$ cat config.mk
export PLATFORM = sky130hd
export DESIGN_NAME = cpu_top
export DESIGN_NICKNAME = d
export VERILOG_FILES = /design/src/logic/cpu_pkg.sv /design/src/logic/cpu_top.sv /design/src/logic/cpu_control.sv /design/src/logic/inst_decoder.sv /design/src/logic/regfile.sv /design/src/logic/alu.sv
export VERILOG_INCLUDE_DIRS = /design/src /design/src/logic
export SDC_FILE = /design/constraint.sdc
export NUM_CORES = 2
export LEC_CHECK = 0
export BUFFER_PORTS_ARGS = -buffer_cell sky130_fd_sc_hd__buf_2
export CORE_MARGIN = 4
export CORE_UTILIZATION = 45
export DETAILED_ROUTE_END_ITERATION = 12
export GPL_TIMING_DRIVEN = 0
export PLACE_DENSITY_LB_ADDON = 0.08
export SETUP_SLACK_MARGIN = 0.3
export SLEW_MARGIN = 20
export SYNTH_ARGS = -nofsm -noshare
export SYNTH_HDL_FRONTEND = slang
export SYNTH_HIERARCHICAL = 1
export SYNTH_SLANG_ARGS = --single-unit
$ cat constraint.sdc
create_clock -name clk -period 9.5 [get_ports clk]
set_input_delay 0.95 -clock clk [delete_from_list [all_inputs] [get_ports clk]]
set_output_delay 0.95 -clock clk [all_outputs]
set_load 0.01 [all_outputs]
$ cat src/logic/cpu_defs.svh
`ifndef CPU_DEFS_SVH
`define CPU_DEFS_SVH

// first fetch address after reset.
`define CPU_RESET_PC    32'h1c00_0000
`define CPU_XLEN        32
`define CPU_NREGS       32

// 3r format keeps the opcode in inst[31:15].
`define CPU_OP_ADD_W    17'h00020
`define CPU_OP_SUB_W    17'h00022
`define CPU_OP_SLT      17'h00024
`define CPU_OP_SLTU     17'h00025
`define CPU_OP_NOR      17'h00028
`define CPU_OP_AND      17'h00029
`define CPU_OP_OR       17'h0002a
`define CPU_OP_XOR      17'h0002b
`define CPU_OP_SLLI_W   17'h00081
`define CPU_OP_SRLI_W   17'h00089
`define CPU_OP_SRAI_W   17'h00091

// 2ri12 format keeps the opcode in inst[31:22].
`define CPU_OP_ADDI_W   10'h00a
`define CPU_OP_LD_W     10'h0a2
`define CPU_OP_ST_W     10'h0a6

// 2ri16 format keeps the opcode in inst[31:26].
`define CPU_OP_JIRL     6'h13
`define CPU_OP_B        6'h14
`define CPU_OP_BL       6'h15
`define CPU_OP_BEQ      6'h16
`define CPU_OP_BNE      6'h17

// 1ri20 format keeps the opcode in inst[31:25].
`define CPU_OP_LU12I_W  7'h0a

`endif
$ cat src/logic/cpu_pkg.sv
`default_nettype none

package cpu_pkg;

    typedef struct packed {
        logic [16:0] opcode;
        logic [4:0]  rk;
        logic [4:0]  rj;
        logic [4:0]  rd;
    } fmt_3r_t;

    typedef struct packed {
        logic [9:0]  opcode;
        logic [11:0] si12;
        logic [4:0]  rj;
        logic [4:0]  rd;
    } fmt_2ri12_t;

    // b and bl keep the upper offset bits in the rj and rd fields.
    typedef struct packed {
        logic [5:0]  opcode;
        logic [15:0] offs16;
        logic [4:0]  rj;
        logic [4:0]  rd;
    } fmt_2ri16_t;

    typedef struct packed {
        logic [6:0]  opcode;
        logic [19:0] si20;
        logic [4:0]  rd;
    } fmt_1ri20_t;

    typedef union packed {
        fmt_3r_t    fmt_3r;
        fmt_2ri12_t fmt_2ri12;
        fmt_2ri16_t fmt_2ri16;
        fmt_1ri20_t fmt_1ri20;
    } inst_word_u;

    typedef enum logic [3:0] {
        alu_add, alu_sub, alu_slt, alu_sltu, alu_and, alu_nor,
        alu_or, alu_xor, alu_sll, alu_srl, alu_sra, alu_lui
    } alu_op_e;

    typedef enum logic [2:0] {
        if_s, id_s, exe_s, mem_s, wb_s
    } cpu_state_e;

endpackage

`default_nettype wire

$ cat src/logic/cpu_top.sv
`timescale 1ns/10ps
`default_nettype none
`include "cpu_defs.svh"

module cpu_top (
    input  wire                    clk,
    input  wire                    reset,
    output wire [`CPU_XLEN-1:0]    inst_sram_addr,
    output wire                    inst_sram_we,
    output wire [`CPU_XLEN-1:0]    inst_sram_wdata,
    input  wire [`CPU_XLEN-1:0]    inst_sram_rdata,
    output wire [`CPU_XLEN-1:0]    data_sram_addr,
    output wire                    data_sram_we,
    output wire [`CPU_XLEN-1:0]    data_sram_wdata,
    input  wire [`CPU_XLEN-1:0]    data_sram_rdata,
    output wire [`CPU_XLEN-1:0]    debug_wb_pc,
    output wire [3:0]              debug_wb_rf_we,
    output wire [4:0]              debug_wb_rf_wnum,
    output wire [`CPU_XLEN-1:0]    debug_wb_rf_wdata
);

    wire cpu_pkg::inst_word_u inst;
    wire cpu_pkg::alu_op_e    alu_op;
    wire                      src1_is_pc;
    wire                      src2_is_imm;
    wire [`CPU_XLEN-1:0]      imm;
    wire                      gr_we;
    wire                      mem_we;
    wire                      res_from_mem;
    wire [4:0]                dest;
    wire [4:0]                rf_raddr1;
    wire [4:0]                rf_raddr2;
    wire                      is_branch_cond;
    wire                      is_branch_ne;
    wire                      is_jump;
    wire                      is_jirl;
    wire [`CPU_XLEN-1:0]      br_offs;
    wire [`CPU_XLEN-1:0]      rf_rdata1;
    wire [`CPU_XLEN-1:0]      rf_rdata2;
    wire                      rf_we;
    wire [4:0]                rf_waddr;
    wire [`CPU_XLEN-1:0]      rf_wdata;
    wire [`CPU_XLEN-1:0]      alu_src1;
    wire [`CPU_XLEN-1:0]      alu_src2;
    wire [`CPU_XLEN-1:0]      alu_result;

    // instruction memory is read only.
    assign inst_sram_we    = 1'b0;
    assign inst_sram_wdata = '0;

    cpu_control u_control (
        .clk(clk), .reset(reset),
        .inst_sram_rdata(inst_sram_rdata), .data_sram_rdata(data_sram_rdata),
        .rf_rdata1(rf_rdata1), .rf_rdata2(rf_rdata2), .alu_result(alu_result),
        .src1_is_pc(src1_is_pc), .src2_is_imm(src2_is_imm), .imm(imm),
        .gr_we(gr_we), .mem_we(mem_we), .res_from_mem(res_from_mem), .dest(dest),
        .is_branch_cond(is_branch_cond), .is_branch_ne(is_branch_ne),
        .is_jump(is_jump), .is_jirl(is_jirl), .br_offs(br_offs),
        .inst(inst), .inst_sram_addr(inst_sram_addr),
        .data_sram_addr(data_sram_addr), .data_sram_we(data_sram_we),
        .data_sram_wdata(data_sram_wdata),
        .alu_src1(alu_src1), .alu_src2(alu_src2),
        .rf_we(rf_we), .rf_waddr(rf_waddr), .rf_wdata(rf_wdata),
        .debug_wb_pc(debug_wb_pc), .debug_wb_rf_we(debug_wb_rf_we),
        .debug_wb_rf_wnum(debug_wb_rf_wnum), .debug_wb_rf_wdata(debug_wb_rf_wdata)
    );

    inst_decoder u_decoder (
        .inst(inst), .alu_op(alu_op), .src1_is_pc(src1_is_pc),
        .src2_is_imm(src2_is_imm), .imm(imm), .gr_we(gr_we), .mem_we(mem_we),
        .res_from_mem(res_from_mem), .dest(dest),
        .rf_raddr1(rf_raddr1), .rf_raddr2(rf_raddr2),
        .is_branch_cond(is_branch_cond), .is_branch_ne(is_branch_ne),
        .is_jump(is_jump), .is_jirl(is_jirl), .br_offs(br_offs)
    );

    regfile u_regfile (
        .clk(clk), .raddr1(rf_raddr1), .raddr2(rf_raddr2),
        .we(rf_we), .waddr(rf_waddr), .wdata(rf_wdata),
        .rdata1(rf_rdata1), .rdata2(rf_rdata2)
    );

    alu u_alu (
        .alu_op(alu_op), .alu_src1(alu_src1), .alu_src2(alu_src2),
        .alu_result(alu_result)
    );

endmodule

`default_nettype wire

$ cat src/logic/cpu_control.sv
`timescale 1ns/10ps
`default_nettype none
`include "cpu_defs.svh"

module cpu_control (
    input  wire                     clk,
    input  wire                     reset,
    input  wire [`CPU_XLEN-1:0]     inst_sram_rdata,
    input  wire [`CPU_XLEN-1:0]     data_sram_rdata,
    input  wire [`CPU_XLEN-1:0]     rf_rdata1,
    input  wire [`CPU_XLEN-1:0]     rf_rdata2,
    input  wire [`CPU_XLEN-1:0]     alu_result,
    input  wire                     src1_is_pc,
    input  wire                     src2_is_imm,
    input  wire [`CPU_XLEN-1:0]     imm,
    input  wire                     gr_we,
    input  wire                     mem_we,
    input  wire                     res_from_mem,
    input  wire [4:0]               dest,
    input  wire                     is_branch_cond,
    input  wire                     is_branch_ne,
    input  wire                     is_jump,
    input  wire                     is_jirl,
    input  wire [`CPU_XLEN-1:0]     br_offs,
    output cpu_pkg::inst_word_u     inst,
    output logic [`CPU_XLEN-1:0]    inst_sram_addr,
    output logic [`CPU_XLEN-1:0]    data_sram_addr,
    output logic                    data_sram_we,
    output logic [`CPU_XLEN-1:0]    data_sram_wdata,
    output logic [`CPU_XLEN-1:0]    alu_src1,
    output logic [`CPU_XLEN-1:0]    alu_src2,
    output logic                    rf_we,
    output logic [4:0]              rf_waddr,
    output logic [`CPU_XLEN-1:0]    rf_wdata,
    output logic [`CPU_XLEN-1:0]    debug_wb_pc,
    output logic [3:0]              debug_wb_rf_we,
    output logic [4:0]              debug_wb_rf_wnum,
    output logic [`CPU_XLEN-1:0]    debug_wb_rf_wdata
);

    cpu_pkg::cpu_state_e state;
    cpu_pkg::cpu_state_e state_nxt;
    logic [`CPU_XLEN-1:0] pc;
    logic [`CPU_XLEN-1:0] pc_nxt;
    logic [`CPU_XLEN-1:0] seq_pc;
    logic [`CPU_XLEN-1:0] br_target;
    logic [`CPU_XLEN-1:0] inst_r;
    logic [`CPU_XLEN-1:0] cur_pc;
    logic [`CPU_XLEN-1:0] rkd_r;
    logic [`CPU_XLEN-1:0] alu_res_r;
    logic                 operands_eq;
    logic                 br_taken;
    logic                 instr_done;

    always_comb begin
        unique case (state)
            cpu_pkg::if_s:  state_nxt = cpu_pkg::id_s;
            // no write and no store means a branch.
            cpu_pkg::id_s:  state_nxt = (gr_we || mem_we) ? cpu_pkg::exe_s : cpu_pkg::if_s;
            cpu_pkg::exe_s: state_nxt = (mem_we || res_from_mem) ? cpu_pkg::mem_s
                                                                  : cpu_pkg::wb_s;
            cpu_pkg::mem_s: state_nxt = res_from_mem ? cpu_pkg::wb_s : cpu_pkg::if_s;
            default:        state_nxt = cpu_pkg::if_s;
        endcase
    end

    // the fetched word is valid only during id.
    assign inst = (state == cpu_pkg::id_s) ? inst_sram_rdata : inst_r;

    assign operands_eq = rf_rdata1 == rf_rdata2;
    assign br_taken    = is_jump | (is_branch_cond & (is_branch_ne ^ operands_eq));
    assign br_target   = (is_jirl ? rf_rdata1 : pc) + br_offs;
    assign seq_pc      = pc + `CPU_XLEN'd4;
    assign instr_done  = (state != cpu_pkg::if_s) && (state_nxt == cpu_pkg::if_s);

    // jumps already moved pc at the end of id.
    always_comb begin
        pc_nxt = pc;
        if (state == cpu_pkg::id_s && br_taken)
            pc_nxt = br_target;
        else if (instr_done && !is_jump)
            pc_nxt = seq_pc;
    end

    always_ff @(posedge clk) begin
        if (reset) begin
            state <= cpu_pkg::if_s;
            pc    <= `CPU_RESET_PC;
        end else begin
            state <= state_nxt;
            pc    <= pc_nxt;
        end
    end

    always_ff @(posedge clk) begin
        if (state == cpu_pkg::id_s) begin
            inst_r   <= inst_sram_rdata;
            cur_pc   <= pc;
            alu_src1 <= src1_is_pc ? pc : rf_rdata1;
            alu_src2 <= src2_is_imm ? imm : rf_rdata2;
            rkd_r    <= rf_rdata2;
        end
        if (state == cpu_pkg::exe_s) begin
            alu_res_r <= alu_result;
        end
    end

    assign inst_sram_addr  = pc;
    assign data_sram_addr  = alu_res_r;
    assign data_sram_we    = (state == cpu_pkg::mem_s) && mem_we;
    assign data_sram_wdata = rkd_r;

    // load data arrives in wb.
    assign rf_we    = (state == cpu_pkg::wb_s) && gr_we && (dest != 5'd0);
    assign rf_waddr = dest;
    assign rf_wdata = res_from_mem ? data_sram_rdata : alu_res_r;

    assign debug_wb_pc       = cur_pc;
    assign debug_wb_rf_we    = {4{rf_we}};
    assign debug_wb_rf_wnum  = dest;
    assign debug_wb_rf_wdata = rf_wdata;

endmodule

`default_nettype wire

$ cat src/logic/inst_decoder.sv
`timescale 1ns/10ps
`default_nettype none
`include "cpu_defs.svh"

module inst_decoder (
    input  wire cpu_pkg::inst_word_u inst,
    output cpu_pkg::alu_op_e         alu_op,
    output logic                     src1_is_pc,
    output logic                     src2_is_imm,
    output logic [`CPU_XLEN-1:0]     imm,
    output logic                     gr_we,
    output logic                     mem_we,
    output logic                     res_from_mem,
    output logic [4:0]               dest,
    output logic [4:0]               rf_raddr1,
    output logic [4:0]               rf_raddr2,
    output logic                     is_branch_cond,
    output logic                     is_branch_ne,
    output logic                     is_jump,
    output logic                     is_jirl,
    output logic [`CPU_XLEN-1:0]     br_offs
);

    logic inst_add_w, inst_sub_w, inst_slt, inst_sltu;
    logic inst_nor, inst_and, inst_or, inst_xor;
    logic inst_slli_w, inst_srli_w, inst_srai_w;
    logic inst_addi_w, inst_ld_w, inst_st_w, inst_lu12i_w;
    logic inst_jirl, inst_b, inst_bl, inst_beq, inst_bne;
    logic is_shift;
    logic [11:0] si12;
    logic [15:0] offs16;

    assign inst_add_w   = inst.fmt_3r.opcode == `CPU_OP_ADD_W;
    assign inst_sub_w   = inst.fmt_3r.opcode == `CPU_OP_SUB_W;
    assign inst_slt     = inst.fmt_3r.opcode == `CPU_OP_SLT;
    assign inst_sltu    = inst.fmt_3r.opcode == `CPU_OP_SLTU;
    assign inst_nor     = inst.fmt_3r.opcode == `CPU_OP_NOR;
    assign inst_and     = inst.fmt_3r.opcode == `CPU_OP_AND;
    assign inst_or      = inst.fmt_3r.opcode == `CPU_OP_OR;
    assign inst_xor     = inst.fmt_3r.opcode == `CPU_OP_XOR;
    assign inst_slli_w  = inst.fmt_3r.opcode == `CPU_OP_SLLI_W;
    assign inst_srli_w  = inst.fmt_3r.opcode == `CPU_OP_SRLI_W;
    assign inst_srai_w  = inst.fmt_3r.opcode == `CPU_OP_SRAI_W;
    assign inst_addi_w  = inst.fmt_2ri12.opcode == `CPU_OP_ADDI_W;
    assign inst_ld_w    = inst.fmt_2ri12.opcode == `CPU_OP_LD_W;
    assign inst_st_w    = inst.fmt_2ri12.opcode == `CPU_OP_ST_W;
    assign inst_jirl    = inst.fmt_2ri16.opcode == `CPU_OP_JIRL;
    assign inst_b       = inst.fmt_2ri16.opcode == `CPU_OP_B;
    assign inst_bl      = inst.fmt_2ri16.opcode == `CPU_OP_BL;
    assign inst_beq     = inst.fmt_2ri16.opcode == `CPU_OP_BEQ;
    assign inst_bne     = inst.fmt_2ri16.opcode == `CPU_OP_BNE;
    assign inst_lu12i_w = inst.fmt_1ri20.opcode == `CPU_OP_LU12I_W;

    assign is_shift = inst_slli_w | inst_srli_w | inst_srai_w;
    assign si12     = inst.fmt_2ri12.si12;
    assign offs16   = inst.fmt_2ri16.offs16;

    always_comb begin
        if (inst_sub_w)        alu_op = cpu_pkg::alu_sub;
        else if (inst_slt)     alu_op = cpu_pkg::alu_slt;
        else if (inst_sltu)    alu_op = cpu_pkg::alu_sltu;
        else if (inst_and)     alu_op = cpu_pkg::alu_and;
        else if (inst_nor)     alu_op = cpu_pkg::alu_nor;
        else if (inst_or)      alu_op = cpu_pkg::alu_or;
        else if (inst_xor)     alu_op = cpu_pkg::alu_xor;
        else if (inst_slli_w)  alu_op = cpu_pkg::alu_sll;
        else if (inst_srli_w)  alu_op = cpu_pkg::alu_srl;
        else if (inst_srai_w)  alu_op = cpu_pkg::alu_sra;
        else if (inst_lu12i_w) alu_op = cpu_pkg::alu_lui;
        else                   alu_op = cpu_pkg::alu_add;
    end

    // link value pc + 4 goes through the adder.
    always_comb begin
        if (inst_jirl | inst_bl)
            imm = `CPU_XLEN'd4;
        else if (inst_lu12i_w)
            imm = {inst.fmt_1ri20.si20, 12'b0};
        else if (is_shift)
            imm = {{(`CPU_XLEN-5){1'b0}}, inst.fmt_3r.rk};
        else
            imm = {{(`CPU_XLEN-12){si12[11]}}, si12};
    end

    // offs26 is {rj, rd, offs16} for b and bl.
    assign br_offs = (inst_b | inst_bl) ?
        {{4{inst.fmt_2ri16.rj[4]}}, inst.fmt_2ri16.rj, inst.fmt_2ri16.rd, offs16, 2'b0} :
        {{14{offs16[15]}}, offs16, 2'b0};

    assign src1_is_pc   = inst_jirl | inst_bl;
    assign src2_is_imm  = is_shift | inst_addi_w | inst_ld_w | inst_st_w | inst_lu12i_w
                        | inst_jirl | inst_bl;
    assign gr_we        = inst_add_w | inst_sub_w | inst_slt | inst_sltu | inst_nor
                        | inst_and | inst_or | inst_xor | is_shift | inst_addi_w
                        | inst_ld_w | inst_lu12i_w | inst_jirl | inst_bl;
    assign mem_we       = inst_st_w;
    assign res_from_mem = inst_ld_w;
    assign dest         = inst_bl ? 5'd1 : inst.fmt_3r.rd;
    assign rf_raddr1    = inst.fmt_3r.rj;
    assign rf_raddr2    = (inst_beq | inst_bne | inst_st_w) ? inst.fmt_3r.rd : inst.fmt_3r.rk;

    assign is_branch_cond = inst_beq | inst_bne;
    assign is_branch_ne   = inst_bne;
    assign is_jump        = inst_b | inst_bl | inst_jirl;
    assign is_jirl        = inst_jirl;

endmodule

`default_nettype wire

$ cat src/logic/regfile.sv
`timescale 1ns/10ps
`default_nettype none
`include "cpu_defs.svh"

module regfile (
    input  wire                   clk,
    input  wire [4:0]             raddr1,
    input  wire [4:0]             raddr2,
    input  wire                   we,
    input  wire [4:0]             waddr,
    input  wire [`CPU_XLEN-1:0]   wdata,
    output logic [`CPU_XLEN-1:0]  rdata1,
    output logic [`CPU_XLEN-1:0]  rdata2
);

    logic [`CPU_XLEN-1:0] regs [`CPU_NREGS];

    always_ff @(posedge clk) begin
        if (we && waddr != 5'd0) begin
            regs[waddr] <= wdata;
        end
    end

    // r0 reads as zero.
    assign rdata1 = (raddr1 == 5'd0) ? '0 : regs[raddr1];
    assign rdata2 = (raddr2 == 5'd0) ? '0 : regs[raddr2];

endmodule

`default_nettype wire

$ cat src/logic/alu.sv
`timescale 1ns/10ps
`default_nettype none
`include "cpu_defs.svh"

module alu (
    input  wire cpu_pkg::alu_op_e    alu_op,
    input  wire [`CPU_XLEN-1:0]      alu_src1,
    input  wire [`CPU_XLEN-1:0]      alu_src2,
    output logic [`CPU_XLEN-1:0]     alu_result
);

    logic [4:0] shamt;
    logic       lt_signed;
    logic       lt_unsigned;

    assign shamt       = alu_src2[4:0];
    assign lt_signed   = $signed(alu_src1) < $signed(alu_src2);
    assign lt_unsigned = alu_src1 < alu_src2;

    always_comb begin
        unique case (alu_op)
            cpu_pkg::alu_add:  alu_result = alu_src1 + alu_src2;
            cpu_pkg::alu_sub:  alu_result = alu_src1 - alu_src2;
            cpu_pkg::alu_slt:  alu_result = {{(`CPU_XLEN-1){1'b0}}, lt_signed};
            cpu_pkg::alu_sltu: alu_result = {{(`CPU_XLEN-1){1'b0}}, lt_unsigned};
            cpu_pkg::alu_and:  alu_result = alu_src1 & alu_src2;
            cpu_pkg::alu_nor:  alu_result = ~(alu_src1 | alu_src2);
            cpu_pkg::alu_or:   alu_result = alu_src1 | alu_src2;
            cpu_pkg::alu_xor:  alu_result = alu_src1 ^ alu_src2;
            cpu_pkg::alu_sll:  alu_result = alu_src1 << shamt;
            cpu_pkg::alu_srl:  alu_result = alu_src1 >> shamt;
            // arithmetic shift keeps the sign.
            cpu_pkg::alu_sra:  alu_result = $signed(alu_src1) >>> shamt;
            // upper immediate already shifted by the decoder.
            cpu_pkg::alu_lui:  alu_result = alu_src2;
            default:           alu_result = alu_src1 + alu_src2;
        endcase
    end

endmodule

`default_nettype wire

---- Word level (Yosys, flattened, before mapping) ----
Memory sizes are Yosys's and may differ from the RTL's.
Cells that the tools add are included.
Widths: inputs -> output; s select.
operators by class
  add/sub/neg operators ................... 4
  multipliers ............................. 0
  divide/modulo/power cells ............... 0
  magnitude comparators ................... 2
  eq/ne operators ......................... 36
  shift operators ......................... 3
  multiplexer cells ....................... 33
  bitwise logic cells ..................... 33
  reduce and logical (&&, ||, !) cells .... 17
operator list
  operator               count
  $mux 32                13
  $pmux 32 s11           1
  $eq 17x6->1 const B    8
  $add 32x32->32         2
  $lt 32x32->1           2
  $eq 17x8->1 const B    3
  $mux 4                 11
  $add 32x3->32 const B  1
  $and 32x32->32         1
  $eq 32x32->1           1
  $not 32->32            1
  $or 32x32->32          1
  $shl 32x5->32          1
  $shr 32x5->32          1
  $sshr 32x5->32         1
  $sub 32x32->32         1
  $xor 32x32->32         1
  $eq 6x5->1 const B     5
  $or 1x1->1             27
  $eq 10x8->1 const B    2
  $eq 4x3->1 const B     4
  $eq 4x4->1 const B     4
  $pmux 3 s4             1
  $eq 10x4->1 const B    1
  other kinds (20)       34
word-level totals
  flip-flop bits (word level) ............. 227
  latch bits .............................. 0
  memory bits (writable) .................. 1024
  bits in read-only memories .............. 0
  bits of input ports ..................... 66
  output and inout bits ................... 203
  memories ................................ 1
memory list
  memory          words  bits a word  rd ports  clocked after memory_dff  wr ports  RTL line       RTL
  u_regfile.regs  32     32           2         0                         1         regfile.sv:16  logic [`CPU_XLEN-1:0] regs [`CPU_NREGS];

---- Longest topological paths before layout ----
  word-level depth ........................ 24
  depth in mapped cells ................... 25
  depth with buffers taken out ............ 18

---- Modules after synthesis ----
The synthesis kept the hierarchy.
modules (own cells, without submodules)
  module        instances  cells an instance  area each (µm²)
  regfile       1          2564               47929.7
  cpu_control   1          958                11706.2
  alu           1          1365               9998.3
  inst_decoder  1          148                1103.6
  cpu_top       1          34                 251.5

---- Least setup slack after synthesis ----
Ideal clock, no wire load.
  path kind ............................... reg2reg
  start ................................... register u_control.state[0]
  end ..................................... register u_control.pc[28], in the netlist u_control/inst_sram_addr[28]
  library setup time ...................... 0.120 ns
  data arrival time ....................... 9.341 ns
  required time ........................... 9.380 ns
  setup slack ............................. 0.040 ns
  cell stages (with the launch flop) ...... 25
  period minus slack after synthesis ...... 9.460 ns
  cell sequence ........................... dfxtp_1 > nand2b_1 > nor2_1 > clkbuf_1 > clkbuf_1 > mux2_2 > nor3b_2 > and3_1 > a31o_2 > mux2_1 > buf_4 > or3_1 > buf_2 > clkbuf_1 > o221ai_1 > a221oi_1 > a211oi_1 > xor2_1 > nor4_1 > nand4_1 > or3_1 > nand3_2 > buf_2 > nor2_1 > a211o_1
RTL lines
  item                    RTL line           RTL
  start, declared         cpu_control.sv:41  cpu_pkg::cpu_state_e state;
  start signal, assigned  cpu_control.sv:87  state <= cpu_pkg::if_s;
  start signal, assigned  cpu_control.sv:90  state <= state_nxt;
  end signal, assigned    cpu_control.sv:88  pc <= `CPU_RESET_PC;
  end signal, assigned    cpu_control.sv:91  pc <= pc_nxt;
  end, declared           cpu_control.sv:43  logic [`CPU_XLEN-1:0] pc;

==> qor.yml <==
detailed_routing:
  viasPerCell: 6.859
  drc: 0
  wire_per_inst_um: 40.42
  postRouteWirelength_um: 315300
  dr.pass1.iters: 6
  vias: 53500
  drt_iter0_drc: 7453
  ant_nets: 0
synth:
  syn-cell-area_um2: 70990
  synth-seq-cells: 1251
  synth_edf_count: 1184
  ys_async_sr_fraction_pct: 0
  yosys_most_used_dff: "edfxtp_1"
  yosysUniqueCellTypes: 118
  syn_avg_cell_area_um2: 14.00
  ys_warn_count: 6
  yosysSeqAreaShare_pct: 51.97
  synth_cells: 5069
power:
  peakVddDrop_v: 0.0001548
  powerDensity_nw_per_um2: 231.0
  p_leak_uw: 0.02889
cts:
  cts_root_buf: "clkbuf_16"
  cts_buffers: 140
  clk_path_buf_depth: 3
  clk_pin_slew_ns: 0.06
  h-tree-depth: 4
  numClockSinks: 1251
  insertion_delay_ns: 0.82
  cts_tree: "built"
timing:
  tightestPinTransition_ns: 1.300
  setup_viol_count_final: 0
  rsz0062_at_grt: "false"
  slew_headroom_pct: 13.31
  fin_setup_tns_ns: 0
  max_freq_mhz: 112.5
  worst_slack_ns: 0.6122
  final.period_utilization_pct: 93.56
  layout_min_cycle_time_ns: 8.888
  finalMaxSlewViolations: 0
  holdWs_ns: 0.3958
  fin_skew_ns: 0.03924
  finalHoldViolCount: 0
global_route:
  overflow: 0
  grt_pass1_vias: 51470
  grt_pass1_wl_um: 424100
  track_usage_pct: 37.63
  antenna_found_initial: 7
  grt_start_max_net_pins: 93
final_layout:
  mostFrequentLayoutCells: "edfxtp_1 (1,184), mux2i_1 (384), mux4_2 (354)"
  post-route-util_pct: 52.62
  area_growth_pct: 16.05
  layout.nets: 5826
  drive_above_1_share_pct: 28.60
  layout_commonest_cell: "edfxtp_1"
die:
  row_count: 145
  dieArea_um2: 164200
  core_area_um2: 156600
  die_x_um: 405.2
  io_pins: 269
  die_h_um: 405.2
  start_util_pct: 45.34
place:
  gp_congestion: 1.003
  port_buffers: 235
  dp_hpwl_um: 234300
  post-place-ws_ns: 0.1141
setup_path:
  crit_required_ns: 10.15
  path_class: "reg2reg"
  end_kind: "flop"
  slowest_delay_ns: 0.98
  cp_slowest_cell: "clkbuf_1"
  cpLargestDelayFamily: "buffers and inverters"
  cp.arrival_ns: 9.53
  worstSetupStartpointType: "flop"
  path_max_fanout: 10
  cp_cell_sequence: "nand2b_1 -> nor2_1 -> clkbuf_2 -> clkbuf_1 -> mux2_2 -> buf_4 -> buf_2 -> inv_1 -> buf_2 -> buf_2 -> clkbuf_1 -> o2111ai_1 -> a311oi_2 -> mux2_2 -> ha_1 -> and4_1 -> and3_1 -> a221oi_1 -> a211oi_1 -> o311ai_0 -> o31ai_1"
  cp_common_cell: "buf_2"
  crit_buf_inv: 8
job:
  cap_violations: 0
worst_hold_path:
  min_path_type: "in2reg"
outcome:
  status: "complete, no violations"
## stage by stage
step	power, uW	instance area [um^2]	cells
after global routing	19490	82370	7796
after global placement	12980	74980	7426
final	19030	82380	7801
after detailed placement	13290	77640	7539
after CTS	18840	82310	7794
after floorplan	10250	71230	5133
## flip-flops by register name (all words and copies together) (netlist names)
register	count
u_control/inst_r	32
u_control/data_sram_addr	32
u_control/alu_src1	32
u_control/data_sram_wdata	32
u_regfile/regs	1024
u_control/alu_src2	32
u_control/inst_sram_addr	32
u_control/state	3
u_control/debug_wb_pc	32
## power by group
| group | internal, uW | total [uW] | leakage, uW | switching (uW) |
|---|---|---|---|---|
| Combinational | 2470 | 6990 | 0.0153 | 4520 |
| Clock | 3260 | 5570 | 0.00227 | 2320 |
| Sequential | 6210 | 6460 | 0.0113 | 258 |
## layer usage
layer  vias up  track usage (%)  wire length, um
li1      21470                -                -
met1     27450            46.60           113800
met2      3713            59.41           144300
met3       873            10.16            34400
met4         2            22.20            22820
met5         -                0                7
## worst reg2reg max path, stage by stage (launching register included)
cell       delay, ns
dfxtp_1         0.52
nand2b_1        0.13
nor2_1          0.20
clkbuf_2        0.34
clkbuf_1        0.60
mux2_2          0.50
buf_4           0.16
buf_2           0.27
inv_1           0.12
buf_2           0.44
buf_2           0.60
clkbuf_1        0.98
o2111ai_1       0.64
a311oi_2        0.73
mux2_2          0.28
ha_1            0.30
and4_1          0.21
and3_1          0.25
a221oi_1        0.43
a211oi_1        0.12
o311ai_0        0.74
o31ai_1         0.15
## cells in the mapped netlist (all sizes together), types with 36 or more instances
cell       n  area [um^2]
o221ai    77        680.7
inv      120        450.4
a221oi    78        814.5
dfxtp     67         1341
nor3      62        335.3
nand4     54        352.8
nor2b     59        384.1
clkbuf   184        695.7
a21oi    164        854.6
nand3     48        245.2
a311oi    43        376.6
xor2      61        534.3
o211ai    36        280.3
mux2i    384         3844
nor2     211        794.5
edfxtp  1184        35550
a22oi     91        688.2
o21ai    204         1032
buf      300         2082
and2      39        244.0
nand2    240        900.9
ha       132         1652
mux2     235         2646
a211oi   111        863.3
mux4     416         9602
## worst paths after layout
path / start / endpoint / slack, ns / cells past startpoint
hold / removal: inst_sram_rdata[26] / u_control/inst_r[26] / 0.40 / 2
setup reg to reg: u_control/state[0] / u_control/inst_sram_addr[30] / 0.61 / 21
hold reg to reg: u_control/inst_r[26] / u_control/inst_r[26] / 0.48 / 1
setup / recovery: u_control/state[0] / u_control/inst_sram_addr[30] / 0.61 / 21
## cells by family after synthesis
kind of cell,share of synthesized area [%]
flops,51.97
compound gates,10.93
mux,22.67
simple gates,6.310
buf+inv,4.558
fa+ha+maj,2.411
xor+xnor,1.135
other cells,0.01586
## area by class of cell
| class | count | area, um^2 |
|---|---|---|
| inverter | 122 | 457.9 |
| antenna | 5 | 12.51 |
| multi-input combinational | 3276 | 31850 |
| fill | 13140 | 74190 |
| clock inverter | 89 | 964.7 |
| clock buffer | 166 | 3695 |
| timing repair buffer | 350 | 3107 |
| sequential | 1251 | 36900 |
| buffer | 484 | 2824 |
| tap | 2058 | 2575 |
## timing repair
item	4_1_cts	5_1_grt
setup buffers	0	2
setup endpoints to repair	32	32
gates cloned	0	0
hold buffers	0	0
resized for setup	4	8
Note: power is estimated with default switching activity, not from simulation.
